### src/source/ctrl_pkg.sv
// Control package for the accumulator CPU.
// Step sequence, bus sources, ALU and accumulator operations,
// the flag pair and the control word sent to every unit.
package ctrl_pkg;

    typedef enum logic [2:0] {
        FETCH_ADDR,
        FETCH_READ,
        OPERAND_ADDR,
        MEM_ACCESS,
        EXECUTE
    } step_e;

    typedef enum logic [2:0] {NONE, ACC, B, ALU, MEM, PC, IR} bus_src_e;
    typedef enum logic [2:0] {ADD, SUB, AND, OR, XOR} alu_op_e;
    typedef enum logic [1:0] {HOLD, INC, DEC, NOT} acc_op_e;

    typedef struct packed {
        logic zero;
        logic carry;
    } flags_t;

    typedef struct packed {
        bus_src_e bus_src;   // who drives the bus
        logic     mar_load;
        logic     mem_read;  // data valid in rdata next step
        logic     mem_write;
        logic     acc_load;
        logic     b_load;
        logic     pc_load;
        logic     pc_inc;
        logic     ir_load;
        alu_op_e  alu_op;
        acc_op_e  acc_op;    // in-place accumulator op
    } ctrl_word_t;

endpackage

### src/source/isa_pkg.sv
// Instruction set package for the 16-bit accumulator CPU.
// Word and address field types, opcode encodings, the NOARG
// sub-operations and the store event seen at the top level.
package isa_pkg;

    typedef logic [15:0] word_t;        // data and instruction word
    typedef logic [11:0] addr_field_t;  // address field of an instruction

    // top nibble of the word where unlisted codes run as NOOP
    typedef enum logic [3:0] {
        NOARG = 4'd0,
        LOADA = 4'd1,
        STORE = 4'd2,
        ADD   = 4'd3,
        SUB   = 4'd5,
        AND   = 4'd8,
        OR    = 4'd9,
        XOR   = 4'd10,
        JMP   = 4'd11,
        JMPZ  = 4'd12,
        JMPC  = 4'd13
    } opcode_e;

    typedef enum logic [11:0] {
        NOOP = 12'd0,
        INC  = 12'd1,
        DEC  = 12'd2,
        NOT  = 12'd5
    } noarg_e;  // arg of a NOARG instruction

    typedef struct packed {
        opcode_e     opcode;
        addr_field_t arg;     // address, jump target or noarg op
    } instr_t;

    typedef struct packed {
        logic        valid;   // one cycle per STORE
        addr_field_t addr;
        word_t       data;
    } store_evt_t;

endpackage

### src/source/alu.sv
// Two-operand ALU of the accumulator CPU.
// ADD and SUB give carry and borrow while the logic ops give carry 0.
`timescale 1ns/1ns

module alu (
    input  isa_pkg::word_t    a,
    input  isa_pkg::word_t    b,
    input  ctrl_pkg::alu_op_e alu_op,
    output isa_pkg::word_t    result,
    output logic              carry
);

    logic [16:0] wide;  // bit 16 is carry out or borrow

    always_comb begin
        case (alu_op)
            ctrl_pkg::ADD: wide = {1'b0, a} + {1'b0, b};
            ctrl_pkg::SUB: wide = {1'b0, a} - {1'b0, b};  // wraps to 1 when a < b
            ctrl_pkg::AND: wide = {1'b0, a & b};
            ctrl_pkg::OR:  wide = {1'b0, a | b};
            ctrl_pkg::XOR: wide = {1'b0, a ^ b};
            default:       wide = '0;
        endcase
    end

    assign result = wide[15:0];
    assign carry = wide[16];

endmodule

### config.mk
export PLATFORM = sky130hd
export DESIGN_NAME = alu
export DESIGN_NICKNAME = d
export VERILOG_FILES = /design/src/source/ctrl_pkg.sv /design/src/source/isa_pkg.sv /design/src/source/alu.sv
export SDC_FILE = /design/constraint.sdc
export NUM_CORES = 1
export LEC_CHECK = 0
export ABC_AREA = 1
export BUFFER_PORTS_ARGS = -buffer_cell sky130_fd_sc_hd__clkbuf_2
export CAP_MARGIN = 15
export CORE_MARGIN = 2
export CORE_UTILIZATION = 45
export DETAILED_ROUTE_END_ITERATION = 7
export PLACE_DENSITY = 0.72
export SYNTH_ARGS = -nofsm -noshare
export SYNTH_HDL_FRONTEND = slang
export SYNTH_SLANG_ARGS = --single-unit
### constraint.sdc
create_clock -name vclk -period 4.5
set_input_delay 0.225 -clock vclk [all_inputs]
set_output_delay 0.225 -clock vclk [all_outputs]
set_load 0.01 [all_outputs]
* Word level (Yosys, flattened, before mapping) *
Cells that the tools add are included.

cells by class
  add/subtract/negate cells = 2
  multiply operators = 0
  divide/modulo/power cells = 0
  order comparisons = 0
  eq/ne operators = 4
  shifts and indexed selects = 0
  multiplexer cells = 1
  bitwise logic cells = 3
  reductions and logical operators = 1

operator list
  kind                count
  $pmux 17 s5         1
  $add 16x16->17      1
  $sub 16x16->17      1
  $and 16x16->16      1
  $or 16x16->16       1
  $xor 16x16->16      1
  $eq 3x2->1 const B  2
  $eq 3x1->1 const B  1
  $eq 3x3->1 const B  1
  $logic_not 3->1     1

storage, ports and cells
  flip-flop bits (word level) = 0
  latch bits = 0
  RAM bits = 0
  ROM bits = 0
  input bits = 35
  output and inout bits = 17
  memories = 0

* Depth between registers and ports, before layout *
  depth after elaboration = 2
  gate-level depth with buffers = 19
  gate-level depth less buffers = 19

* Worst setup path before layout *
Ideal clock, no wire load.

  path type = input port to output port
  from = input port b[1]
  to = output port result[8]
  arrival time = 2.013 ns
  required time = 4.275 ns
  path slack = 2.262 ns
  stages = 16
  cells stage by stage = inv_1 > ha_1 > inv_1 > o21ai_0 > xor2_1 > inv_1 > ha_1 > nand2_1 > inv_1 > nand2_1 > nand2_1 > inv_1 > nand2_1 > nand2_1 > nand2_1 > o21ai_0

between the ends
  longest elaborated chain between the ends = 2
  elaborated cells between the ends (all ways) = 3

RTL lines
  element                                                  RTL line              source
  from (decl)                                              alu.sv:7              input isa_pkg::word_t b,
  $sub 16x16->17 / $add 16x16->17 (equally long branches)  alu.sv:18, alu.sv:17
  $pmux 17 s5 *                                            alu.sv:16             case (alu_op)
  to (decl)                                                alu.sv:9              output isa_pkg::word_t result,

Every way passes the cells marked *; elsewhere a longest branch is shown, timed or not.

* Final worst setup path *
  from = input port alu_op[2]
  to = output port result[15]

between the ends
  longest elaborated chain between the ends = 2
  elaborated cells between the ends (all ways) = 6

RTL lines
  element                                   RTL line   source
  from (decl)                               alu.sv:8   input ctrl_pkg::alu_op_e alu_op,
  $eq 3x3->1, or another cell as far along  alu.sv:16
  $pmux 17 s5 *                             alu.sv:16

Marks and branches as above.

==> results.cfg <==
[outcome]
status = finished, final reports clean

[power]
irDropWorstVdd_mv = 0.0513
leakagePower_nw = 1.72
power_density_nw_per_um2 = 121

[worst_hold_path]
hp-class = primary input to output pin

[critical_path]
crit_start = alu_op[2]
crit_end = result[15]
critPathLaunchType = primary input
path_common_cell = nand2_1
crit_path_max_fanout = 18
path_cells = clkbuf_2, nor3_4, inv_2, nand2_1, o21ai_1, xor2_1, inv_1, ha_1, nand2_1, inv_1, a21oi_1, nand2_1, nand2_1, nand2_1, nand2_1, nand3_1, nand2_1, clkbuf_2
crit_type = primary input to output pin
slowest_stage = ha_1
end_kind = output pin
cp_data_required_time_ns = 4.28
crit_path_max_incr_delay_ns = 0.33
worstPathArrival_ns = 2.71

[floorplanning]
initial_core_util_pct = 46.7
dieWidth_um = 76.8
die_area_um2 = 5900
core.rowCount = 26
ioPinCount = 52
die_h_um = 76.8
coreArea_um2 = 5110

[timing]
relSlewSlack_pct = 47.3
max_freq_ghz = 0.340
setup_viol_count_final = 0
finalWorstPathRequiredPeriod_ns = 2.94
fin_tns_setup_ns = 0
min_period_over_period_pct = 65.3
worst_slew_pin_slew_ns = 0.790
hold_violations = 0
rsz0062_at_grt = no
drv_slew = 0

[detailed_routing]
top_layer = met4
drt_wl_total_um = 6800
first_pass_iters = 4
drtIter0Drc = 199
via_per_inst = 5.08
dr_total_vias = 2804
wl_met2_um = 3180
wl_met1_um = 3270
wire_per_inst_um = 12.3
drc = 0
ant_nets = 0
dr_wl_met3_um = 306

[global_routing]
gr-total-overflow = 0
first_global_vias = 2657
grt.total_usage_pct = 23.0
grt_start_max_net_pins = 19
grt_pass1_wl_um = 11500
antenna_found_initial = 0

[placement]
hpwl_um = 5760
dp.cells = 552
gp_congestion = 0.919
port_buffers = 52

[layout]
nFillCells = 570
numSequentialCells = 0
clkbuf_count = 0
drive_gt1_share_pct = 13.5
layout.nets = 569
regArea_um2 = 0
n_antenna_cell = 0
syn_to_final_growth_pct = 13.1
instances_no_fill = 552
multiInputGateArea_um2 = 2000

[yosys]
netlist.area_leader.share_pct = 25.7
muxShareOfSynthArea_pct = 0
yosysTopAreaCell = ha_1
syn-cell-area_um2 = 2390
synthAdderAreaFrac_pct = 26.5
synth_xor_area_share_pct = 4.77
synth_simple_gate_area_share_pct = 42.1
syn_inst = 435
syn_nets = 520
ys_top_cells_by_area = ha_1 26%, nand2_1 22%, inv_1 14%
synth_cell_types = 26
synth_top_family_by_area = simple AND/OR/NAND/NOR gates
syn_area_per_cell_um2 = 5.49
yosys_warnings = 0
yosysSeqAreaShare_pct = 0
synth_compound_area_share_pct = 10.5

[cts]
cts_resized = 0
post_cts_buffers = 0
hold_buffers = 0

[run]
cap_violations = 0
==> logic make-up (layout without fill, tap and decap cells) <==
| kind of cell | Yosys count | after routing |
|---|---|---|
| XOR/XNOR | 13 | 13 |
| buffers and inverters | 98 | 145 |
| AND/OR/NAND/NOR | 237 | 237 |
| adder cells (fa/ha/maj) | 50 | 50 |
| AO/OA/AOI/OAI | 37 | 37 |
==> cell usage in the layout (no fill, tap or decap), drive strengths merged <==
cell type    n
nand2      143
inv         93
clkbuf      52
ha          49
nor2        37
nand3       33
xor2        13
o21ai       13
a21oi       10
nor3        10
a221oi       9
nand4        5
or2          5
o2111ai      4
nand3b       3
o211a        1
and2         1
fa           1
==> cell type report <==
cell class / instances / area share (%)
multi-input combinational: 337 / 74.2
inverter: 93 / 12.9
timing repair buffer: 52 / 9.65
tap: 70 / 3.25
==> layer usage <==
layer | track usage [%] | up-vias
met5 | 0 | -
met4 | 2.36 | 0
met3 | 0.824 | 6
met2 | 40.6 | 69
met1 | 31.8 | 1263
li1 | - | 1466
==> stage by stage <==
step | instance area [um2] | total power [mW] | util, % | setup slack, ns | hold slack, ns
after global routing | 2700 | 0.374 | 52.8 | 1.28 | 0.857
after global placement | 2700 | 0.318 | 52.8 | 1.64 | 0.826
after CTS | 2700 | 0.326 | 52.8 | 1.59 | 0.829
after detailed placement | 2700 | 0.325 | 52.8 | 1.59 | 0.828
after floorplan | 2390 | 0.225 | - | 2.26 | 0.527
final | 2700 | 0.327 | 52.8 | 1.56 | 0.827
==> critical path: cells and delay by family <==
kind | cells | cell delay, ns
AOI/OAI and AO/OA | 2 | 0.30
xor gates and xnor gates | 1 | 0.16
adders and majority gates | 1 | 0.33
buffers and inverters | 5 | 0.61
and+or+nand+nor | 9 | 1.08
==> synthesized netlist by cell type, types with 2 or more instances <==
master     count
a21oi_1       10
a221oi_1       9
buf_2          2
buf_4          2
ha_1          49
inv_1         90
inv_2          3
nand2_1      143
nand3_1       32
nand3b_1       3
nand4_1        5
nor2_1        35
nor2_2         2
nor3_1         9
o2111ai_1      4
o21ai_0       11
or2_2          5
xor2_1        13
==> power by group <==
part / switching [mW] / total (mW) / internal, mW
clock network: 0 / 0 / 0
registers: 0 / 0 / 0
logic: 0.208 / 0.327 / 0.119
total: 0.208 / 0.327 / 0.119
==> worst min path at each step <==
stage                   start        end  slack, ns  depth (start not counted)
global route        alu_op[2]  result[0]       0.86                          3
finish              alu_op[2]  result[0]       0.83                          3
CTS                 alu_op[2]  result[0]       0.83                          3
floorplan           alu_op[2]  result[0]       0.53                          1
global placement    alu_op[2]  result[0]       0.83                          3
detailed placement  alu_op[2]  result[0]       0.83                          3
(Power assumes the default switching activity.)
