`config.mk`:
```
export PLATFORM = sky130hd
export DESIGN_NAME = acc_unit
export DESIGN_NICKNAME = d
export VERILOG_FILES = /design/src/source/ctrl_pkg.sv /design/src/source/isa_pkg.sv /design/src/source/acc_unit.sv
export SDC_FILE = /design/constraint.sdc
export NUM_CORES = 1
export LEC_CHECK = 0
export BUFFER_PORTS_ARGS = -buffer_cell sky130_fd_sc_hd__buf_2
export CORE_MARGIN = 3
export CORE_UTILIZATION = 49
export DETAILED_ROUTE_END_ITERATION = 6
export GPL_TIMING_DRIVEN = 0
export PLACE_DENSITY = 0.77
export RECOVER_POWER = 50
export REMOVE_ABC_BUFFERS = 1
export SYNTH_ARGS = -nofsm -noshare
export SYNTH_HDL_FRONTEND = slang
export SYNTH_SLANG_ARGS = --single-unit
```
`constraint.sdc`:
```
create_clock -name clk -period 2.15 [get_ports clk]
set_clock_uncertainty 0.1 [all_clocks]
set_input_delay 0.1075 -clock clk [delete_from_list [all_inputs] [get_ports clk]]
set_output_delay 0.1075 -clock clk [all_outputs]
set_load 0.05 [all_outputs]
```
`src/source/ctrl_pkg.sv`:
```
// Control package for the accumulator CPU.
// Step sequence, bus sources, ALU and accumulator operations,
// the flag pair and the control word sent to every unit.
package ctrl_pkg;

    typedef enum logic [2:0] {
        FETCH_ADDR,
        FETCH_READ,
        OPERAND_ADDR,
        MEM_ACCESS,
        EXECUTE
    } step_e;

    typedef enum logic [2:0] {NONE, ACC, B, ALU, MEM, PC, IR} bus_src_e;
    typedef enum logic [2:0] {ADD, SUB, AND, OR, XOR} alu_op_e;
    typedef enum logic [1:0] {HOLD, INC, DEC, NOT} acc_op_e;

    typedef struct packed {
        logic zero;
        logic carry;
    } flags_t;

    typedef struct packed {
        bus_src_e bus_src;   // who drives the bus
        logic     mar_load;
        logic     mem_read;  // data valid in rdata next step
        logic     mem_write;
        logic     acc_load;
        logic     b_load;
        logic     pc_load;
        logic     pc_inc;
        logic     ir_load;
        alu_op_e  alu_op;
        acc_op_e  acc_op;    // in-place accumulator op
    } ctrl_word_t;

endpackage

```
`src/source/isa_pkg.sv`:
```
// Instruction set package for the 16-bit accumulator CPU.
// Word and address field types, opcode encodings, the NOARG
// sub-operations and the store event seen at the top level.
package isa_pkg;

    typedef logic [15:0] word_t;        // data and instruction word
    typedef logic [11:0] addr_field_t;  // address field of an instruction

    // top nibble of the word where unlisted codes run as NOOP
    typedef enum logic [3:0] {
        NOARG = 4'd0,
        LOADA = 4'd1,
        STORE = 4'd2,
        ADD   = 4'd3,
        SUB   = 4'd5,
        AND   = 4'd8,
        OR    = 4'd9,
        XOR   = 4'd10,
        JMP   = 4'd11,
        JMPZ  = 4'd12,
        JMPC  = 4'd13
    } opcode_e;

    typedef enum logic [11:0] {
        NOOP = 12'd0,
        INC  = 12'd1,
        DEC  = 12'd2,
        NOT  = 12'd5
    } noarg_e;  // arg of a NOARG instruction

    typedef struct packed {
        opcode_e     opcode;
        addr_field_t arg;     // address, jump target or noarg op
    } instr_t;

    typedef struct packed {
        logic        valid;   // one cycle per STORE
        addr_field_t addr;
        word_t       data;
    } store_evt_t;

endpackage

```
`src/source/acc_unit.sv`:
```
// Accumulator and flag register.
// Loads from the bus or runs INC, DEC and NOT in place.
// Carry changes on INC/DEC and on ADD/SUB results while zero tracks acc.
`timescale 1ns/1ns

module acc_unit (
    input  logic                 clk,
    input  logic                 stage_rst,
    input  ctrl_pkg::ctrl_word_t ctrl,
    input  isa_pkg::word_t       bus,
    input  logic                 alu_carry,
    output isa_pkg::word_t       acc,
    output ctrl_pkg::flags_t     flags
);

    logic carry;
    logic arith_load;

    // accumulator load of an ADD or SUB result
    assign arith_load = ctrl.acc_load && (ctrl.bus_src == ctrl_pkg::ALU)
                        && (ctrl.alu_op == ctrl_pkg::ADD || ctrl.alu_op == ctrl_pkg::SUB);

    always_ff @(posedge clk) begin
        if (stage_rst) begin
            acc <= '0;
            carry <= 1'b0;
        end else if (ctrl.acc_load) begin
            acc <= bus;
            if (arith_load) begin
                carry <= alu_carry;
            end
        end else begin
            case (ctrl.acc_op)
                ctrl_pkg::INC: {carry, acc} <= {1'b0, acc} + 17'd1;
                ctrl_pkg::DEC: {carry, acc} <= {1'b0, acc} - 17'd1;  // borrow from 0
                ctrl_pkg::NOT: acc <= ~acc;                          // carry kept
                default: ;
            endcase
        end
    end

    assign flags = '{zero: (acc == '0), carry: carry};

endmodule

```
* Word-level counts from Yosys, hierarchy flattened
Cells that the tools add are included.
Word-level totals: output and inout bits 18, bits of input ports 35, register bits after elaboration 17, word-level logic and storage cells 24
Operators by class: $add $sub $neg 2, eq/ne operators 6, bitwise operators 1, reduce and logical (&&, ||, !) cells 8, mux-type cells 5
Operators by type and width (count):
- 16-bit one-hot mux with 3 select lines | 1
- 16-bit by 1-bit adder with 17-bit output (second input constant) | 1
- 16-bit by 1-bit subtractor with 17-bit output (second input constant) | 1
- 16-bit zero test | 1
- 16-bit two-way mux | 1
- 16-bit NOT | 1
- 2-bit == test (second input constant) | 2
- 4-bit nonzero test | 1
- 3-bit by 1-bit == test with 1-bit output (second input constant) | 1
- 3-bit by 2-bit == test with 1-bit output (second input constant) | 1
- 3-bit zero test | 1
- 3-bit nonzero test | 1
- 2-bit by 1-bit == test with 1-bit output (second input constant) | 1
- 1-bit logical AND | 2
- 1-bit two-way mux | 2
- 2-bit by 1-bit inequality test with 1-bit output (second input constant) | 1
- 1-bit one-hot mux with 2 select lines | 1
- 2-bit AND reduction | 1
- 1-bit logical OR | 1

* Logic depth before layout (Yosys ltp)
depth after elaboration 5, gate-level depth with buffers 7, depth with buffers taken out 7

* Least setup slack after synthesis
Ideal clock, no wire load.
path kind flip-flop to flip-flop, start point register acc[11], end point register carry, path buffers 1, arrival 3.191 ns, data required time 1.974 ns, cell stages (with the launch flop) 6, setup slack -1.216 ns, setup time 0.076 ns, period minus slack after synthesis 3.366 ns, cell sequence dfxtp_1 clkbuf_1 or4_1 nor4_1 o21ai_1 a31oi_1
On the way: cells in the longest elaborated chain, start to end 3, elaborated cells between the ends (all ways) 4, classes of those cells 2 x add/sub; 2 x mux
RTL lines:
- start: declaration | line acc_unit.sv:12 | output isa_pkg::word_t acc,
- start signal: assignment | line acc_unit.sv:28 | acc <= bus;
- start signal: assignment | line acc_unit.sv:34 | ctrl_pkg::INC: {carry, acc} <= {1'b0, acc} + 17'd1;
- start signal: assignment | line acc_unit.sv:35 | ctrl_pkg::DEC: {carry, acc} <= {1'b0, acc} - 17'd1;
- 16-bit by 1-bit subtractor with 17-bit output or 16-bit by 1-bit adder with 17-bit output (tied branches) | line acc_unit.sv:35, acc_unit.sv:34
- 1-bit one-hot mux with 2 select lines * | line acc_unit.sv:33 | case (ctrl.acc_op)
- 1-bit two-way mux * | line acc_unit.sv:27 | end else if (ctrl.acc_load) begin
- end signal: assignment | line acc_unit.sv:30 | carry <= alu_carry;
- end signal: assignment | line acc_unit.sv:34
- end signal: assignment | line acc_unit.sv:35
- end: declaration | line acc_unit.sv:16 | logic carry;
Every way passes the cells marked *; elsewhere a longest branch is shown, timed or not. A chain may end at the register's enable or synchronous reset.

==> out/qor.csv <==
metric,value,unit
met2 WL,1980,µm
reg2reg start,acc[2],
Clock transition at path regs,0.11,ns
status,"finished, violations left",
Hold Path Cell Cnt,3,
Yosys reg bits,17,
largest net degree at the start of global routing,24,
RSZ-0062 raised after global routing,no,
fmax,490,MHz
clock tree buffer depth,2,
"Cell Chain, Critical Path","or4_1, nor4_4, buf_4",
Max Fanout on Critical Path,11,
1st-pass router iterations,4,
# port buffers,44,
minimum clock period,2.04,ns
Worst Setup End Kind,output port,
wire length on met1,1860,µm
CP Launch Type,register,
CTS root buf,clkbuf_4,
Area Overhead vs Synth,25.5,%
layout cells sized above 1,20.8,%
vias in the first global route,1503,
Async SR Flop Fraction,0,%
final net count,274,
final setup vio count,0,
Max-Cap Viols,0,
Overflow after GRT,0,
CTS tree,built,
met3 WL,368,µm
CTS sink count,17,
Final Hold Fails,1,
pwr dens,560,nW/µm²
"Slew Viols, Final",0,
leading area contributor after synthesis,dfxtp_1,
H-tree depth,1,
antenna violation net count after detailed routing,0,
"EDFF count, synth",0,
crit share post-route,95.0,%
Via density,6.26,
initial antenna violation count,0,
first-pass GRT wire length,6950,µm
leakage,0.705,nW
CTS Buf Count,3,
VDD IR-drop max,0.510,mV
CP required,1.94,ns
final core occ,67.6,%
WHS Endpoint,acc[14],
share of the synthesized area in the top cell type,24.2,%
Syn. warnings,0,
drt drc,0,
Hold WC Path Type,input port to register,
failing checks,hold timing,
CP max stage delay,0.63,ns
Clock Latency Late Sink,0.30,ns
dpl hpwl,2980,µm
"most common cell after layout, fill and taps aside",buf_2,
routability cong.,0.871,
most frequent cells in the layout,"buf_2, clkbuf_1, nand2_1, dfxtp_1, dlygate4sd3_1",
Die Wd,59.6,µm
die area,3550,µm²
routed wire length,4260,µm
DR iter-0 viols,61,
num rows,18,
Min Hold Slack,-0.00102,ns
die height,59.6,µm
Worst R2R End,acc[13],
"Cell Area, Placed",1600,µm²
Core Region,2610,µm²
"top cells by area, synth","dfxtp_1, and3_1, a21oi_1, nand2_1, xnor2_1",
# fillers,256,
Worst-Margin Slew,0.602,ns
Mapped Cells,189,
Ports,53,
"Seq/Total Area, Yosys",24.2,%
critical path's slowest cell,or4_1,
worst r2r path cells,5,
Crit Path Category,register to output port,
Hold Crit Start,bus[14],
synthesized cell area,1410,µm²
Initial Util,53.9,%
ant diodes,0,
crit path DAT,1.84,ns
average cell area after synthesis,7.45,µm²
FF-to-FF setup slack,0.11,ns
top layer in use,met4,
Yosys cell types,55,
Slew headroom,60.0,%
Avg WL per Cell,16.0,µm
fin area,1770,µm²
detailed-route via count,1664,
Tot GR Track Use,25.3,%
Most used DFF post-synth,dfxtp_1,
-- worst max path at each step --
stage	startpoint	endpoint	slack, ns	cells after the start
2_1_floorplan	acc[2]	carry	-1.15	5
3_3_place_gp	acc[2]	acc[13]	0.07	5
3_5_place_dp	acc[2]	acc[13]	0.04	5
4_1_cts	acc[11]	flags[1]	0.01	3
5_1_grt	acc[2]	acc[13]	0.007	5
6_report	acc[11]	flags[1]	0.11	3
-- per-layer routing --
metal,vias up,global-route usage (%)
met5,-,0
met1,751,33.7
li1,820,-
met3,6,3.49
met2,87,42.0
met4,0,7.91
-- registers in the layout, indices dropped and copies added (netlist names) --
| name | count |
|---|---|
| acc | 16 |
| carry | 1 |
-- stage by stage --
stage	std cells	worst slack [ns]	TNS (ns)	total power, mW	hold slack (ns)
4_1_cts	266	0.0118	0	0.984	0.00541
6_report	266	0.107	0	0.989	-0.00102
2_1_floorplan	175	-1.15	-2.01	0.665	0.0766
3_3_place_gp	249	0.0673	0	0.770	0.235
5_1_grt	266	0.00702	0	1.05	0.0108
3_5_place_dp	249	0.0378	0	0.781	0.255
-- Yosys cell counts (3+ instances only) --
library cell / n
a21oi_1: 11
a31oi_1: 4
and2_1: 3
and3_1: 9
clkbuf_1: 9
dfxtp_1: 17
inv_2: 4
mux2i_1: 3
nand2_1: 14
nand2b_1: 5
nand3_1: 10
nand4_1: 5
nor2_1: 11
nor3_1: 9
nor4_1: 6
o211ai_1: 3
o21ai_1: 8
o221ai_1: 3
o22ai_1: 4
or3_1: 3
or4_1: 3
xnor2_1: 6
-- layout make-up --
type / count / area, µm² / area share, %
inverter: 6 / 22.5 / 1.27
timing repair buffer: 57 / 333 / 18.8
clock buffer: 4 / 26.3 / 1.49
sequential: 17 / 347 / 19.6
multi-input combinational: 152 / 1000 / 56.7
tap: 30 / 37.5 / 2.12
-- logic make-up after synthesis --
group | count (synthesis) | share of synthesized area, %
AND/OR/NAND/NOR | 90 | 36.9
XOR/XNOR | 7 | 4.36
multiplexers | 3 | 2.13
buffers and inverters | 20 | 6.22
flip-flops | 17 | 24.2
AO/OA/AOI/OAI | 50 | 24.4
adder cells (fa/ha/maj) | 2 | 1.78
-- power breakdown --
group / switching [mW] / internal [mW] / total [mW]
Sequential: 0.0596 / 0.345 / 0.404
Combinational: 0.256 / 0.146 / 0.402
Clock: 0.110 / 0.0722 / 0.183
-- critical path: cells and delay by family, from the launching register on --
kind	cells	cell delay (ns)
buffers and inverters	1	0.24
DFF	1	0.41
and+or+nand+nor	2	0.88
-- repair_timing --
| action | 4_1_cts | 5_1_grt |
|---|---|---|
| resized for setup | 1 | 7 |
| pin swaps | 1 | 0 |
| setup endpoints to repair | 1 | 5 |
| buffers inserted | 1 | 0 |
| hold buffers | 12 | 0 |
| endpoints found under the hold margin | 12 | 0 |
| cloned | 0 | 0 |
(Power assumes the default switching activity.)
