### src/source/ctrl_pkg.sv
// Control package for the accumulator CPU.
// Step sequence, bus sources, ALU and accumulator operations,
// the flag pair and the control word sent to every unit.
package ctrl_pkg;

    typedef enum logic [2:0] {
        FETCH_ADDR,
        FETCH_READ,
        OPERAND_ADDR,
        MEM_ACCESS,
        EXECUTE
    } step_e;

    typedef enum logic [2:0] {NONE, ACC, B, ALU, MEM, PC, IR} bus_src_e;
    typedef enum logic [2:0] {ADD, SUB, AND, OR, XOR} alu_op_e;
    typedef enum logic [1:0] {HOLD, INC, DEC, NOT} acc_op_e;

    typedef struct packed {
        logic zero;
        logic carry;
    } flags_t;

    typedef struct packed {
        bus_src_e bus_src;   // who drives the bus
        logic     mar_load;
        logic     mem_read;  // data valid in rdata next step
        logic     mem_write;
        logic     acc_load;
        logic     b_load;
        logic     pc_load;
        logic     pc_inc;
        logic     ir_load;
        alu_op_e  alu_op;
        acc_op_e  acc_op;    // in-place accumulator op
    } ctrl_word_t;

endpackage

### src/source/isa_pkg.sv
// Instruction set package for the 16-bit accumulator CPU.
// Word and address field types, opcode encodings, the NOARG
// sub-operations and the store event seen at the top level.
package isa_pkg;

    typedef logic [15:0] word_t;        // data and instruction word
    typedef logic [11:0] addr_field_t;  // address field of an instruction

    // top nibble of the word where unlisted codes run as NOOP
    typedef enum logic [3:0] {
        NOARG = 4'd0,
        LOADA = 4'd1,
        STORE = 4'd2,
        ADD   = 4'd3,
        SUB   = 4'd5,
        AND   = 4'd8,
        OR    = 4'd9,
        XOR   = 4'd10,
        JMP   = 4'd11,
        JMPZ  = 4'd12,
        JMPC  = 4'd13
    } opcode_e;

    typedef enum logic [11:0] {
        NOOP = 12'd0,
        INC  = 12'd1,
        DEC  = 12'd2,
        NOT  = 12'd5
    } noarg_e;  // arg of a NOARG instruction

    typedef struct packed {
        opcode_e     opcode;
        addr_field_t arg;     // address, jump target or noarg op
    } instr_t;

    typedef struct packed {
        logic        valid;   // one cycle per STORE
        addr_field_t addr;
        word_t       data;
    } store_evt_t;

endpackage

### src/source/sequencer.sv
// Step sequencer of the accumulator CPU.
// Counts the steps of the instruction in flight and decodes step
// and instruction into the control word for the datapath.
`timescale 1ns/1ns

module sequencer (
    input  logic                 clk,
    input  logic                 stage_rst,
    input  isa_pkg::word_t       mem_rdata,
    input  isa_pkg::instr_t      ir,
    input  ctrl_pkg::flags_t     flags,
    output ctrl_pkg::ctrl_word_t ctrl
);

    ctrl_pkg::step_e step;
    ctrl_pkg::step_e step_next;
    isa_pkg::instr_t fetched;

    assign fetched = mem_rdata;  // instruction word from the read register

    always_ff @(posedge clk) begin
        if (stage_rst) begin
            step <= ctrl_pkg::FETCH_ADDR;
        end else begin
            step <= step_next;
        end
    end

    always_comb begin
        ctrl = '0;
        ctrl.bus_src = ctrl_pkg::NONE;
        ctrl.alu_op = ctrl_pkg::ADD;
        ctrl.acc_op = ctrl_pkg::HOLD;
        step_next = ctrl_pkg::FETCH_ADDR;  // most paths end the instruction
        case (step)
            ctrl_pkg::FETCH_ADDR: begin
                ctrl.bus_src = ctrl_pkg::PC;
                ctrl.mar_load = 1'b1;
                ctrl.mem_read = 1'b1;
                step_next = ctrl_pkg::FETCH_READ;
            end
            ctrl_pkg::FETCH_READ: begin
                ctrl.bus_src = ctrl_pkg::MEM;  // instruction on the bus
                case (fetched.opcode)
                    isa_pkg::NOARG: begin
                        ctrl.pc_inc = 1'b1;
                        case (fetched.arg)
                            isa_pkg::INC: ctrl.acc_op = ctrl_pkg::INC;
                            isa_pkg::DEC: ctrl.acc_op = ctrl_pkg::DEC;
                            isa_pkg::NOT: ctrl.acc_op = ctrl_pkg::NOT;
                            default:      ctrl.acc_op = ctrl_pkg::HOLD;
                        endcase
                    end
                    isa_pkg::JMP:  ctrl.pc_load = 1'b1;
                    isa_pkg::JMPZ: begin
                        ctrl.pc_load = flags.zero;
                        ctrl.pc_inc = ~flags.zero;
                    end
                    isa_pkg::JMPC: begin
                        ctrl.pc_load = flags.carry;
                        ctrl.pc_inc = ~flags.carry;
                    end
                    isa_pkg::LOADA, isa_pkg::STORE, isa_pkg::ADD, isa_pkg::SUB,
                    isa_pkg::AND, isa_pkg::OR, isa_pkg::XOR: begin
                        ctrl.pc_inc = 1'b1;
                        ctrl.ir_load = 1'b1;
                        step_next = ctrl_pkg::OPERAND_ADDR;
                    end
                    default: ctrl.pc_inc = 1'b1;  // unkept opcode
                endcase
            end
            ctrl_pkg::OPERAND_ADDR: begin
                ctrl.bus_src = ctrl_pkg::IR;  // low 12 bits are the address
                ctrl.mar_load = 1'b1;
                ctrl.mem_read = (fetched.opcode != isa_pkg::STORE);
                step_next = ctrl_pkg::MEM_ACCESS;
            end
            ctrl_pkg::MEM_ACCESS: begin
                case (ir.opcode)
                    isa_pkg::LOADA: begin
                        ctrl.bus_src = ctrl_pkg::MEM;
                        ctrl.acc_load = 1'b1;
                    end
                    isa_pkg::STORE: begin
                        ctrl.bus_src = ctrl_pkg::ACC;
                        ctrl.mem_write = 1'b1;
                    end
                    default: begin  // ALU operand into B
                        ctrl.bus_src = ctrl_pkg::MEM;
                        ctrl.b_load = 1'b1;
                        step_next = ctrl_pkg::EXECUTE;
                    end
                endcase
            end
            ctrl_pkg::EXECUTE: begin
                ctrl.bus_src = ctrl_pkg::ALU;
                ctrl.acc_load = 1'b1;
                case (ir.opcode)
                    isa_pkg::SUB: ctrl.alu_op = ctrl_pkg::SUB;
                    isa_pkg::AND: ctrl.alu_op = ctrl_pkg::AND;
                    isa_pkg::OR:  ctrl.alu_op = ctrl_pkg::OR;
                    isa_pkg::XOR: ctrl.alu_op = ctrl_pkg::XOR;
                    default:      ctrl.alu_op = ctrl_pkg::ADD;
                endcase
            end
            default: step_next = ctrl_pkg::FETCH_ADDR;
        endcase
    end

endmodule

### config.mk
export PLATFORM = sky130hd
export DESIGN_NAME = sequencer
export DESIGN_NICKNAME = d
export VERILOG_FILES = /design/src/source/ctrl_pkg.sv /design/src/source/isa_pkg.sv /design/src/source/sequencer.sv
export SDC_FILE = /design/constraint.sdc
export NUM_CORES = 1
export LEC_CHECK = 0
export BUFFER_PORTS_ARGS = -buffer_cell sky130_fd_sc_hd__buf_2
export CORE_MARGIN = 1
export CORE_UTILIZATION = 28
export DETAILED_ROUTE_END_ITERATION = 7
export PLACE_DENSITY = 0.74
export SLEW_MARGIN = 20
export SYNTH_ARGS = -nofsm -noshare
export SYNTH_HDL_FRONTEND = slang
export SYNTH_SLANG_ARGS = --single-unit
### constraint.sdc
create_clock -name clk -period 1.1 [get_ports clk]
set_clock_uncertainty 0.05 [all_clocks]
set_input_delay 0 -clock clk [delete_from_list [all_inputs] [get_ports clk]]
set_output_delay 0 -clock clk [all_outputs]
set_load 0.01 [all_outputs]
; ---- Yosys cells after proc, flatten, opt, wreduce, memory -nomap -nowiden
; Cells that the tools add are included.
[classes]
n_eq_ne = 24
n_reduce_logical = 4
n_mux = 21
bitwise = 2
[ops]
columns = op, n
row1 = equality test 4 bit (second input constant), 9
row2 = one-hot mux 3 bit (4 select lines), 2
row3 = one-hot mux 3 bit (5 select lines), 1
row4 = equality test 12 x 1 -> 1 bit (second input constant), 1
row5 = equality test 12 x 2 -> 1 bit (second input constant), 1
row6 = equality test 12 x 3 -> 1 bit (second input constant), 1
row7 = equality test 4 x 2 -> 1 bit (second input constant), 3
row8 = 2-to-1 mux 3 bit, 4
row9 = equality test 4 x 1 -> 1 bit (second input constant), 2
row10 = equality test 4 x 3 -> 1 bit (second input constant), 2
row11 = OR reduction 7 bit, 1
row12 = equality test 3 x 2 -> 1 bit (second input constant), 2
row13 = 2-to-1 mux 1 bit, 6
row14 = 2-to-1 mux 2 bit, 3
row15 = one-hot mux 1 bit (3 select lines), 2
row16 = one-hot mux 2 bit (3 select lines), 1
row17 = zero test 4 bit, 1
row18 = inequality test 4 x 2 -> 1 bit (second input constant), 1
row19 = one-hot mux 2 bit (2 select lines), 1
row20 = equality test 3 x 1 -> 1 bit (second input constant), 1
row21 = equality test 3 bit (second input constant), 1
row22 = zero test 3 bit, 1
row23 = NOT 1 bit, 2
row24 = one-hot mux 1 bit (2 select lines), 1
row25 = OR reduction 2 bit, 1
[totals]
word_cells = 52
regBits = 3
output_inout_bits = 16

; ---- Depth between registers and ports, before layout
[logic_depth]
word_depth = 4
ltp_mapped = 4
ltp_nobuf = 3

; ---- Worst setup path before layout
; OpenSTA, ideal clock, no wires.
[synth_timing]
kind = register to output
from = register step[1]
to = output port ctrl[0] in the netlist's numbering
stages_incl_launch_ff = 5
slack_ns = -0.150
required_time_ns = 1.050
n_path_buf = 1
arrival_time_ns = 1.200
cell_sequence = dfxtp_1 -> buf_6 -> or3b_4 -> nand2b_4 -> nor4_2
[synth_rtl]
columns = item, line
row1 = start: declaration, sequencer.sv:15  ; ctrl_pkg::step_e step;
row2 = start signal: assignment, sequencer.sv:23  ; step <= ctrl_pkg::FETCH_ADDR;
row3 = start signal: assignment, sequencer.sv:25  ; step <= step_next;
row4 = end: declaration, sequencer.sv:12  ; output ctrl_pkg::ctrl_word_t ctrl

==> flow_metrics.py <==
metrics = {
    "run_status": {
        "status": "finished, violations left",
        "violations": "negative setup slack",
    },
    "final_layout": {
        "layout_common_cells": "buf_2, buf_4, buf_6",
        "finalNonFillerCells": 126,
        "mostFrequentLayoutCell": "buf_2",
        "final_nets": 148,
        "reg_top3": "step (3)",
        "syn2layout_area_growth_pct": 115,
        "layout-drive-gt1-share_pct": 68.5,
        "largest_register_ff_count": 3,
        "top_register": "step",
        "insertedDiodeCount": 0,
    },
    "power_and_ir_drop": {
        "power_density_nw_per_um2": 660,
        "ir_drop_mv": 0.435,
        "p_leak_nw": 0.430,
    },
    "logic_synthesis": {
        "syn-num-nets": 93,
        "yosysSeqAreaShare_pct": 14.4,
        "avgSynthCellArea_um2": 7.31,
        "synthCells": 57,
        "ys_warn_count": 0,
        "synth-seq-cells": 3,
        "synth_area_um2": 417,
        "synth_cell_types": 29,
    },
    "clocking": {
        "cts_tree": "done",
        "cts_inserted_buffers": 3,
        "clock_path_buffers": 2,
        "clkSlewWorstSetupHoldPaths_ns": 0.04,
        "clk_latency_ns": 0.24,
        "h-tree-depth": 1,
        "cts_sinks": 3,
        "root_buffer": "clkbuf_4",
    },
    "sta": {
        "max_freq_mhz": 687,
        "period_share_pct": 132,
        "holdWs_ns": 0.0180,
        "worstMarginPinSlew_ns": 0.495,
        "maxSlewHeadroom_pct": 66.7,
        "rsz0062_at_grt": "true",
        "slew_violations": 0,
        "setup_viol": 17,
        "worst_slack_ns": -0.357,
        "period_minus_slack_ns": 1.46,
        "finalHoldViolations": 0,
    },
    "die": {
        "die_y_um": 40.6,
        "placementRows": 13,
        "die_w_um": 40.6,
        "pin_count": 52,
        "core_um2": 1350,
        "dieArea_um2": 1650,
        "start_util_pct": 30.9,
    },
    "global_routing": {
        "grt_max_degree": 11,
        "grt_pass1_wl_mm": 2.14,
        "grt_remaining_overflow": 0,
        "grt_pass1_vias": 568,
        "grt_usage_pct": 18.9,
        "antenna_found_initial": 0,
    },
    "route": {
        "drt_iter0_markers": 4,
        "antenna_left": 0,
        "drcViolationCount": 0,
        "wl_per_cell_um": 12.1,
        "route.vias.total": 657,
        "firstDrtPassIters": 4,
        "viasPerCell": 5.21,
        "routed_wl_mm": 1.53,
    },
    "place": {
        "dp_hpwl_um": 988,
        "globalplace.congestion": 0.740,
        "placedCellCount": 116,
        "numPortBuffers": 39,
    },
    "critical_path": {
        "cp_max_fo": 2,
        "crit_type": "reg -> out",
        "crit_arrival_ns": 1.41,
        "required_ns": 1.05,
        "endpoint_kind": "output pin",
        "worstSetupStartpointType": "register",
    },
    "worst_hold_path": {
        "min_path_type": "in -> reg",
    },
    "flow_run": {
        "max-cap-violations": 0,
    },
}
[routing by layer]
| layer | GRT usage [%] | wire length (µm) |
|---|---|---|
| met3 | 5.56 | 106 |
| met5 | 0 | 0 |
| met2 | 38.1 | 820 |
| met4 | 0 | 0 |
| met1 | 19.9 | 600 |
[critical path, cell delays in order (launching register included)]
cell      delay, ns
dfxtp_2        0.31
or3b_4         0.39
nand2b_4       0.17
nor3_4         0.16
buf_2          0.15
[Yosys cell counts]
library cell / instances / area, µm²
nand3_1: 1 / 5.00
a21o_1: 1 / 7.51
nand3b_1: 1 / 7.51
xnor2_1: 2 / 17.5
and3b_1: 1 / 8.76
nor4_1: 4 / 25.0
nor3b_1: 2 / 15.0
inv_1: 2 / 7.51
a31oi_1: 1 / 6.26
mux2i_1: 1 / 10.0
nor4_2: 1 / 12.5
nor3_1: 6 / 30.0
nand2_1: 3 / 11.3
nand4b_1: 1 / 8.76
nor2_1: 8 / 30.0
o22ai_1: 2 / 12.5
nand2b_1: 2 / 12.5
or4b_1: 3 / 30.0
o21ai_1: 1 / 5.00
nor3_2: 1 / 10.0
buf_6: 1 / 11.3
o41ai_1: 1 / 8.76
buf_2: 2 / 10.0
dfxtp_1: 3 / 60.1
nand2b_4: 1 / 13.8
or3b_4: 1 / 11.3
a21oi_1: 2 / 10.0
a221o_1: 1 / 10.0
nor4b_1: 1 / 8.76
[power by group]
part	internal [mW]	switching, mW	total [mW]
Combinational	0.140	0.134	0.274
Sequential	0.117	0.00393	0.121
Clock	0.136	0.0610	0.197
[logic make-up after synthesis]
family / synth area share (%)
buffers and inverters: 6.91
muxes: 2.40
AOI/OAI and AO/OA: 14.4
xor gates and xnor gates: 4.20
DFF: 14.4
and+or+nand+nor: 57.7
[per-stage QoR]
step	total power, mW	setup TNS [ns]	setup slack, ns	cell area [µm²]	utilization [%]
after floorplan	0.224	-0.312	-0.112	445	-
after global placement	0.320	-0.350	-0.106	692	51.3
after detailed placement	0.323	-0.451	-0.124	692	51.3
after CTS	0.570	-3.53	-0.347	818	60.6
after global routing	0.642	-5.30	-0.425	897	66.5
final	0.592	-3.95	-0.357	897	66.5
[final timing paths]
kind                        endpoint                from  cells past startpoint  slack [ns]
setup / recovery             ctrl[1]  step[2]$_SDFF_PP0_                      4       -0.36
hold / removal    step[1]$_SDFF_PP0_           stage_rst                      3        0.02
setup reg to reg  step[2]$_SDFF_PP0_  step[2]$_SDFF_PP0_                      4       -0.14
hold reg to reg   step[0]$_SDFF_PP0_  step[0]$_SDFF_PP0_                      2        0.58
[what timing repair did]
| action | 4_1_cts | 5_1_grt |
|---|---|---|
| pin swaps | 8 | 5 |
| hold buffers | 2 | 0 |
| gates resized for setup | 15 | 13 |
| endpoints found under the hold margin | 2 | 0 |
| endpoints found under the setup margin | 16 | 18 |
| buffers inserted | 3 | 2 |
[layout make-up]
type / count / area [µm²]
repair buffers: 53 / 330
fillers: 122 / 453
flip-flops and latches: 3 / 63.8
clock buffers: 4 / 26.3
inverters: 2 / 7.51
multi-input cells: 49 / 450
well taps: 15 / 18.8
Note: power is estimated with default switching activity, not from simulation.
