[src/source/ctrl_pkg.sv]
// Control package for the accumulator CPU.
// Step sequence, bus sources, ALU and accumulator operations,
// the flag pair and the control word sent to every unit.
package ctrl_pkg;

    typedef enum logic [2:0] {
        FETCH_ADDR,
        FETCH_READ,
        OPERAND_ADDR,
        MEM_ACCESS,
        EXECUTE
    } step_e;

    typedef enum logic [2:0] {NONE, ACC, B, ALU, MEM, PC, IR} bus_src_e;
    typedef enum logic [2:0] {ADD, SUB, AND, OR, XOR} alu_op_e;
    typedef enum logic [1:0] {HOLD, INC, DEC, NOT} acc_op_e;

    typedef struct packed {
        logic zero;
        logic carry;
    } flags_t;

    typedef struct packed {
        bus_src_e bus_src;   // who drives the bus
        logic     mar_load;
        logic     mem_read;  // data valid in rdata next step
        logic     mem_write;
        logic     acc_load;
        logic     b_load;
        logic     pc_load;
        logic     pc_inc;
        logic     ir_load;
        alu_op_e  alu_op;
        acc_op_e  acc_op;    // in-place accumulator op
    } ctrl_word_t;

endpackage

[src/source/isa_pkg.sv]
// Instruction set package for the 16-bit accumulator CPU.
// Word and address field types, opcode encodings, the NOARG
// sub-operations and the store event seen at the top level.
package isa_pkg;

    typedef logic [15:0] word_t;        // data and instruction word
    typedef logic [11:0] addr_field_t;  // address field of an instruction

    // top nibble of the word where unlisted codes run as NOOP
    typedef enum logic [3:0] {
        NOARG = 4'd0,
        LOADA = 4'd1,
        STORE = 4'd2,
        ADD   = 4'd3,
        SUB   = 4'd5,
        AND   = 4'd8,
        OR    = 4'd9,
        XOR   = 4'd10,
        JMP   = 4'd11,
        JMPZ  = 4'd12,
        JMPC  = 4'd13
    } opcode_e;

    typedef enum logic [11:0] {
        NOOP = 12'd0,
        INC  = 12'd1,
        DEC  = 12'd2,
        NOT  = 12'd5
    } noarg_e;  // arg of a NOARG instruction

    typedef struct packed {
        opcode_e     opcode;
        addr_field_t arg;     // address, jump target or noarg op
    } instr_t;

    typedef struct packed {
        logic        valid;   // one cycle per STORE
        addr_field_t addr;
        word_t       data;
    } store_evt_t;

endpackage

[src/source/bus_regs.sv]
// Bus source selection with PC, instruction register and B register.
// The PC is ADDR_W bits wide, wraps at that width and is
// zero-extended when it drives the bus.
`timescale 1ns/1ns

module bus_regs #(
    parameter int ADDR_W = 12
) (
    input  logic                 clk,
    input  logic                 stage_rst,
    input  ctrl_pkg::ctrl_word_t ctrl,
    input  isa_pkg::word_t       acc,
    input  isa_pkg::word_t       alu_result,
    input  isa_pkg::word_t       mem_rdata,
    output isa_pkg::word_t       bus,
    output isa_pkg::instr_t      ir,
    output isa_pkg::word_t       b
);

    logic [ADDR_W-1:0] pc;

    always_comb begin
        case (ctrl.bus_src)
            ctrl_pkg::ACC: bus = acc;
            ctrl_pkg::ALU: bus = alu_result;
            ctrl_pkg::MEM: bus = mem_rdata;
            ctrl_pkg::PC:  bus = isa_pkg::word_t'(pc);
            ctrl_pkg::IR:  bus = ir;
            default:       bus = '0;  // idle bus
        endcase
    end

    always_ff @(posedge clk) begin
        if (stage_rst) begin
            pc <= '0;
            b <= '0;
        end else begin
            if (ctrl.pc_load) begin
                pc <= bus[ADDR_W-1:0];  // jump target
            end else if (ctrl.pc_inc) begin
                pc <= pc + 1'b1;
            end
            if (ctrl.b_load) begin
                b <= bus;
            end
        end
    end

    always_ff @(posedge clk) begin
        if (ctrl.ir_load) begin
            ir <= bus;
        end
    end

endmodule

[config.mk]
export PLATFORM = sky130hd
export DESIGN_NAME = bus_regs
export DESIGN_NICKNAME = d
export VERILOG_FILES = /design/src/source/ctrl_pkg.sv /design/src/source/isa_pkg.sv /design/src/source/bus_regs.sv
export SDC_FILE = /design/constraint.sdc
export NUM_CORES = 1
export LEC_CHECK = 0
export BUFFER_PORTS_ARGS = -buffer_cell sky130_fd_sc_hd__buf_2
export CORE_ASPECT_RATIO = 1.1
export CORE_UTILIZATION = 35
export DETAILED_ROUTE_END_ITERATION = 10
export PLACE_DENSITY = 0.61
export SLEW_MARGIN = 20
export SYNTH_ARGS = -nofsm -noshare
export SYNTH_HDL_FRONTEND = slang
export SYNTH_SLANG_ARGS = --single-unit
export TNS_END_PERCENT = 20
[constraint.sdc]
create_clock -name clk -period 2.22 [get_ports clk]
set_input_delay 0.444 -clock clk [delete_from_list [all_inputs] [get_ports clk]]
set_output_delay 0.444 -clock clk [all_outputs]
set_load 0.02 [all_outputs]
## Word-level counts from Yosys, hierarchy flattened

Index checks and enable logic that the tools add are counted.

- Register bits: 44
- Output and inout port bits: 48
- Logic and storage cells: 14
- Input bits: 66

- Muxes and demuxes: 3
- Add/sub/neg operators: 1
- Equal/unequal tests: 5
- Reduce and logical (&&, ||, !) cells: 1

Operators by type and width:

| operator | count |
|---|---|
| $pmux W16 S5 | 1 |
| $mux W12 | 2 |
| $add A12 B1 Y12 const B | 1 |
| $eq A3 B3 Y1 const B | 3 |
| $eq A3 B1 Y1 const B | 1 |
| $eq A3 B2 Y1 const B | 1 |
| $reduce_bool A2 Y1 | 1 |

## Depth between registers and ports, before layout

Gate-level depths: netlist of run 1.

- Depth in word-level cells: 3
- Mapped depth: 6
- Depth with buffers taken out: 5

## Worst setup path after synthesis of run 1

No wires, ideal clock.

- Path kind: in2out
- From: in ctrl[14] (netlist name)
- To: out bus[2]
- Data required time: 1.776 ns
- Cell stages on the path: 5
- Setup slack: 0.199 ns
- Arrival: 1.577 ns
- Buffers on the path: 2
- Cell sequence: buf_6 > buf_8 > mux2_4 > a222oi_1 > inv_1

- Cells in the longest elaborated chain, start to end: 2
- Elaborated cells between the ends (all ways): 6
- Classes of those cells: eq/ne (5); mux (1)

RTL lines:

| item | RTL line | source |
|---|---|---|
| from (decl) | bus_regs.sv:11 | `input ctrl_pkg::ctrl_word_t ctrl,` |
| $eq A3 B3 Y1, or another cell as far along | bus_regs.sv:23 | `case (ctrl.bus_src)` |
| $pmux W16 S5 (*) | bus_regs.sv:23 |  |
| to (decl) | bus_regs.sv:15 | `output isa_pkg::word_t bus,` |

Every way passes the cells marked *; elsewhere a longest branch is shown, timed or not.

## Worst setup path in the final report of run 1

- From: in ctrl[14] (netlist name)
- To: out bus[4]

Same word-level chain as after synthesis.

==> out/metrics.yaml, run 1 <==
status:
  outcome: "finished, final reports clean"
clock_tree:
  clk_latency_ns: 0.30
  cts_hold_repair.buffers: 0
  clock-root-buffer: "clkbuf_8"
  max-clock-path-buffers: 2
  cts_max_level: 2
  cts_tree: "done"
  clkTransAtPathRegs_ns: 0.08
  cts_sinks: 44
  cts_made_buffers: 5
run:
  drv_cap: 0
yosys:
  synth_seq_cells: 44
  syn_inst: 223
  yosys-top-cells-area: "dfxtp_1 24%, edfxtp_1 21%, mux2i_1 6.9%"
  ys_seq_area_share_pct: 44.7
  yosysWarningCount: 0
  postSynthAreaPerCell_um2: 10.4
  netlist_area_um2: 2330
  synth_top_area_share_pct: 24.1
  synth_nets: 290
  synthDistinctLibCells: 46
  synth_top_area_cell: "dfxtp_1"
min_path:
  min_path_type: "in -> reg"
  hold_depth: 3
  worstHoldEndpoint: "ir[6]$_DFFE_PP_"
  hold_path_startpoint: "mem_rdata[6]"
cells_and_area:
  mostFrequentLayoutCells: "100 x buf_2, 28 x dfxtp_1, 26 x buf_4"
  final_layout_size_suffix_gt1_share_pct: 46.2
  final_util_pct: 51.7
  area_delta_synth_final_pct: 40.1
  final_nets: 412
  fin_cells: 426
  final_common_cell: "buf_2"
  antenna_cells: 0
setup_path:
  crit_family: "buffers and inverters"
  cp_slowest_stage_delay_ns: 0.42
  worstPathArrival_ns: 1.72
  startpoint_type: "input port"
  cpMaxStageDelayCell: "a222oi_1"
  path_max_fanout: 6
  r2r_start: "pc[2]$_SDFFE_PP0P_"
  r2r_setup_slack_ns: 0.72
  critical_path_required_ns: 1.78
  worst-r2r-cell-count: 4
  cp_cell_sequence: "buf_8, clkbuf_16, mux2_4, a222oi_1, inv_1, buf_2"
  cp-end-kind: "output port"
  path_buf_inv: 4
  worstSetupPathType: "in -> out"
  r2r-end: "pc[8]$_SDFFE_PP0P_"
grt:
  grt_pass1_wl_um: 10200
  antenna_found_initial: 0
  grt-ovfl-total: 0
  grt_max_degree: 29
  grt_pass1_vias: 2086
  track_usage_pct: 19.0
routing:
  vias: 2230
  routedWlPerCell_um: 15.7
  first_iter_violations: 221
  vias_per_cell: 5.23
  dr.pass1.iters: 5
  drc_errors: 0
  routed_wirelength_um: 6690
  ant_nets: 0
power_and_ir_drop:
  ir_drop_mv: 0.336
  powerDensity_nw_per_um2: 621
  p_leak_nw: 1.57
floorplan:
  core.rowCount: 30
  die_h_um: 87.5
  dieArea_um2: 6980
  start_util_pct: 36.9
  ios: 114
  core_area_um2: 6310
  fp.dieW_um: 79.8
place:
  routabilityCongestion: 0.805
  dp_cells: 409
  port_buffers: 104
  dp.final_hpwl_um: 4980
sta:
  finalHoldViolCount: 0
  finalCritPeriodShare_pct: 97.7
  finalCriticalPeriod_ns: 2.17
  fmax_mhz: 461
  skew_ns: 0.00541
  worst_pin_slew_ns: 0.541
  slew_violations: 0
  setup_viol: 0
  slew_headroom_pct: 63.0
==> per-stage QoR <==
stage	setup TNS [ns]	cell area [µm²]	power, W	setup slack [ns]	hold WS (ns)
after floorplan	0	2330	0.00123	0.199	0.521
after global placement	-1.53	2990	0.00143	-0.204	0.472
after detailed placement	-2.34	2990	0.00143	-0.282	0.478
after CTS	0	3170	0.00202	0.0349	0.466
after global routing	-0.0196	3260	0.00213	-0.0196	0.474
final	0	3260	0.00202	0.0513	0.475
==> flip-flops by register name, summed over array words and instances, names as in the netlist <==
| signal | cells |
|---|---|
| b | 16 |
| ir | 16 |
| pc | 12 |
==> power by group <==
part | switching (W) | leakage, nW | internal (W)
clock network | 0.000279 | 0.0566 | 0.000289
logic | 0.000279 | 1.12 | 0.000236
registers | 0.0000422 | 0.394 | 0.000898
total | 0.000600 | 1.57 | 0.00142
==> kinds of logic after synthesis <==
family / count (synthesis) / synth area share [%]
AO/OA/AOI/OAI: 61 / 21.7
AND/OR/NAND/NOR: 53 / 11.7
flip-flops: 44 / 44.7
buffers and inverters: 33 / 6.88
multiplexers: 25 / 12.2
XOR/XNOR: 6 / 2.26
adder cells (fa/ha/maj): 1 / 0.538
==> worst max-delay path by stage <==
| stage | slack (ns) | to | from | cells after the start |
|---|---|---|---|---|
| after global placement | -0.20 | bus[8] | ctrl[14] | 6 |
| after floorplan | 0.20 | bus[2] | ctrl[14] | 5 |
| after detailed placement | -0.28 | bus[8] | ctrl[14] | 6 |
| after global routing | -0.02 | bus[7] | ctrl[14] | 6 |
| final | 0.05 | bus[4] | ctrl[14] | 6 |
| after CTS | 0.03 | bus[10] | ctrl[14] | 8 |
==> metal layers <==
metal | track usage [%] | routed length, µm | up-vias
li1 | - | - | 1098
met1 | 26.0 | 2890 | 1023
met2 | 30.1 | 3210 | 99
met3 | 3.35 | 487 | 10
met4 | 6.66 | 112 | 0
met5 | 0 | 0 | -
==> tightest hold or removal path, cell delays in order <==
cell	delay [ns]
buf_2	0.08
a221oi_2	0.06
inv_1	0.07
==> timing repair <==
action                                  4_1_cts  5_1_grt
cloned                                        0        1
resized for setup                             8       14
endpoints found under the setup margin       12       12
pin swaps                                     5        3
buffers inserted                              5        3
==> cells in the mapped netlist, drive strengths merged <==
library cell,n
dfxtp,28
nor2,25
edfxtp,16
mux2i,16
a211oi,15
inv,15
a22o,11
buf,10
mux2,9
a222oi,8
clkbuf,8
o22ai,6
nand2,5
a21oi,4
nand4,4
nor4,4
xnor2,4
a221oi,3
nor2b,3
nor3,3
o21ai,3
o31a,3
a2111oi,2
and3,2
nand2b,2
nand3,2
nand3b,2
xor2,2
a211o,1
a21boi,1
a41oi,1
ha,1
nor3b,1
o21a,1
o31ai,1
o32ai,1
==> cell type report <==
type / instances / area [µm²]
clock inverters: 2 / 11.3
repair buffers: 133 / 805
multi-input cells: 146 / 1150
well taps: 80 / 100
clock buffers: 6 / 93.8
flip-flops and latches: 44 / 1040
inverters: 15 / 56.3
fillers: 615 / 3050
No activity file was read; power rests on OpenSTA's default activity.
==> run 2, diff against run 1 <==
Settings changed: PLACE_DENSITY 0.61 to 0.63, REMOVE_ABC_BUFFERS set to 1.
Clock period 2.22 ns to 1.9 ns, I/O delays scaled along.
==> out/metrics.yaml, run 2 (same netlist as run 1, synthesis figures left out) <==
power_and_ir_drop:
  ir_drop_mv: 0.312
  powerDensity_nw_per_um2: 727
  p_leak_nw: 1.58
setup_path:
  cp-end-kind: "output port"
  critical_path_required_ns: 1.52
  r2r_setup_slack_ns: 0.39
  path_buf_inv: 4
  cpMaxStageDelayCell: "a222oi_1"
  crit_family: "buffers and inverters"
  cp_slowest_stage_delay_ns: 0.37
  startpoint_type: "input port"
  cpMostUsedCell: "buf_12"
  path_max_fanout: 7
  worstSetupPathType: "in -> out"
  cp_cell_sequence: "buf_12, buf_12, mux2_4, a222oi_1, inv_1, buf_6"
  worstPathArrival_ns: 1.57
grt:
  grt-ovfl-total: 0
  grt_pass1_vias: 2125
  grt_max_degree: 29
  track_usage_pct: 19.6
  antenna_found_initial: 0
  grt_pass1_wl_um: 10400
cells_and_area:
  final_nets: 414
  final_common_cell: "buf_2"
  reg_top3: "b (16), ir (16), pc (12)"
  mostFrequentLayoutCells: "98 x buf_2, 28 x dfxtp_1, 28 x buf_4"
  regArea_um2: 1040
  nFillCells: 631
  multi_input_area_um2: 1180
  area_delta_synth_final_pct: 42.1
  antenna_cells: 0
  final_layout_size_suffix_gt1_share_pct: 46.8
clock_tree:
  cts_tree: "done"
  clock-root-buffer: "clkbuf_8"
  cts_hold_repair.buffers: 0
  clkTransAtPathRegs_ns: 0.08
  cts_max_level: 2
  clk_latency_ns: 0.29
  cts_sinks: 44
  cts_made_buffers: 5
  max-clock-path-buffers: 2
floorplan:
  core.rowCount: 30
  start_util_pct: 36.9
  fp.dieW_um: 79.8
  ios: 114
  dieArea_um2: 6980
  die_h_um: 87.5
  core_area_um2: 6310
routing:
  drc_errors: 0
  first_iter_violations: 96
  dr.pass1.iters: 4
  ant_nets: 0
  vias: 2240
  routed_wirelength_um: 6750
  vias_per_cell: 5.23
  routedWlPerCell_um: 15.8
status:
  outcome: "finished with violations"
  failed_checks: "setup timing"
place:
  dp.final_hpwl_um: 5050
  routabilityCongestion: 0.757
  port_buffers: 104
  place_ws_ns: -0.442
min_path:
  min_path_type: "in -> reg"
sta:
  setup_viol: 8
  slew_violations: 0
  finalCriticalPeriod_ns: 1.95
  finalCritPeriodShare_pct: 103
  fmax_mhz: 513
  worst_pin_slew_ns: 0.590
  finalHoldViolCount: 0
  rsz0062_at_grt: "yes"
  whs_ns: 0.396
  slew_headroom_pct: 60.7
  skew_ns: 0.00697
  worst_slack_ns: -0.0506
run:
  drv_cap: 0
-- run 2: cell count changes in the layout (fill, tap and decap cells not counted), moves of 2 or more --
cell	before	now
o22ai_1	6	4
buf_12	1	3
clkbuf_16	2	0
buf_2	100	98
o22ai_2	0	2
buf_8	2	0
buf_6	3	5
buf_4	26	28
-- run 2: per-layer routing --
metal / share of wire (%) / global-route usage (%)
met2: 48 / 32.8
met1: 44 / 25.9
met3: 6.7 / 4.40
met4: 0.86 / 4.38
met5: 0 / 0
-- run 2: what timing repair did --
item	CTS	global route
pin swaps	8	3
endpoints found under the setup margin	13	15
gates resized for setup	18	14
setup buffers	1	3
-- run 2: metrics by stage --
step	TNS (ns)	total power, W	instance area (µm²)	std cells	utilization [%]
finish	-0.219	0.00240	3310	428	52.4
global route	-0.881	0.00254	3310	428	52.4
CTS	-0.312	0.00241	3220	425	51.1
detailed placement	-8.70	0.00168	3050	416	48.3
global placement	-8.34	0.00167	3050	416	48.3
floorplan	0	0.00139	2220	205	-
-- run 2: worst paths after layout --
| path | start | depth (start not counted) | end |
|---|---|---|---|
| setup / recovery | ctrl[14] | 6 | bus[2] |
| hold / removal | mem_rdata[9] | 3 | ir[9]$_DFFE_PP_ |
| setup reg to reg | pc[2]$_SDFFE_PP0P_ | 4 | pc[11]$_SDFFE_PP0P_ |
| hold reg to reg | b[6]$_SDFFE_PP0P_ | 2 | b[6]$_SDFFE_PP0P_ |
-- run 2: cell type report --
cell class,instances,area share [%]
clock inverters,2,1.06
flip-flops and latches,44,31.5
multi-input cells,146,35.6
well taps,80,3.03
repair buffers,135,24.9
clock buffers,6,2.19
inverters,15,1.70
-- run 2: worst min-delay path, stage by stage --
cell and delay (ns):
buf_2 0.08, a221oi_2 0.06, inv_1 0.06
-- run 2: report_power, final --
group          leakage [nW]  switching [W]  internal (W)
Sequential            0.394      0.0000485       0.00105
Clock                0.0552       0.000310      0.000390
Combinational          1.13       0.000325      0.000280
Total                  1.58       0.000683       0.00172
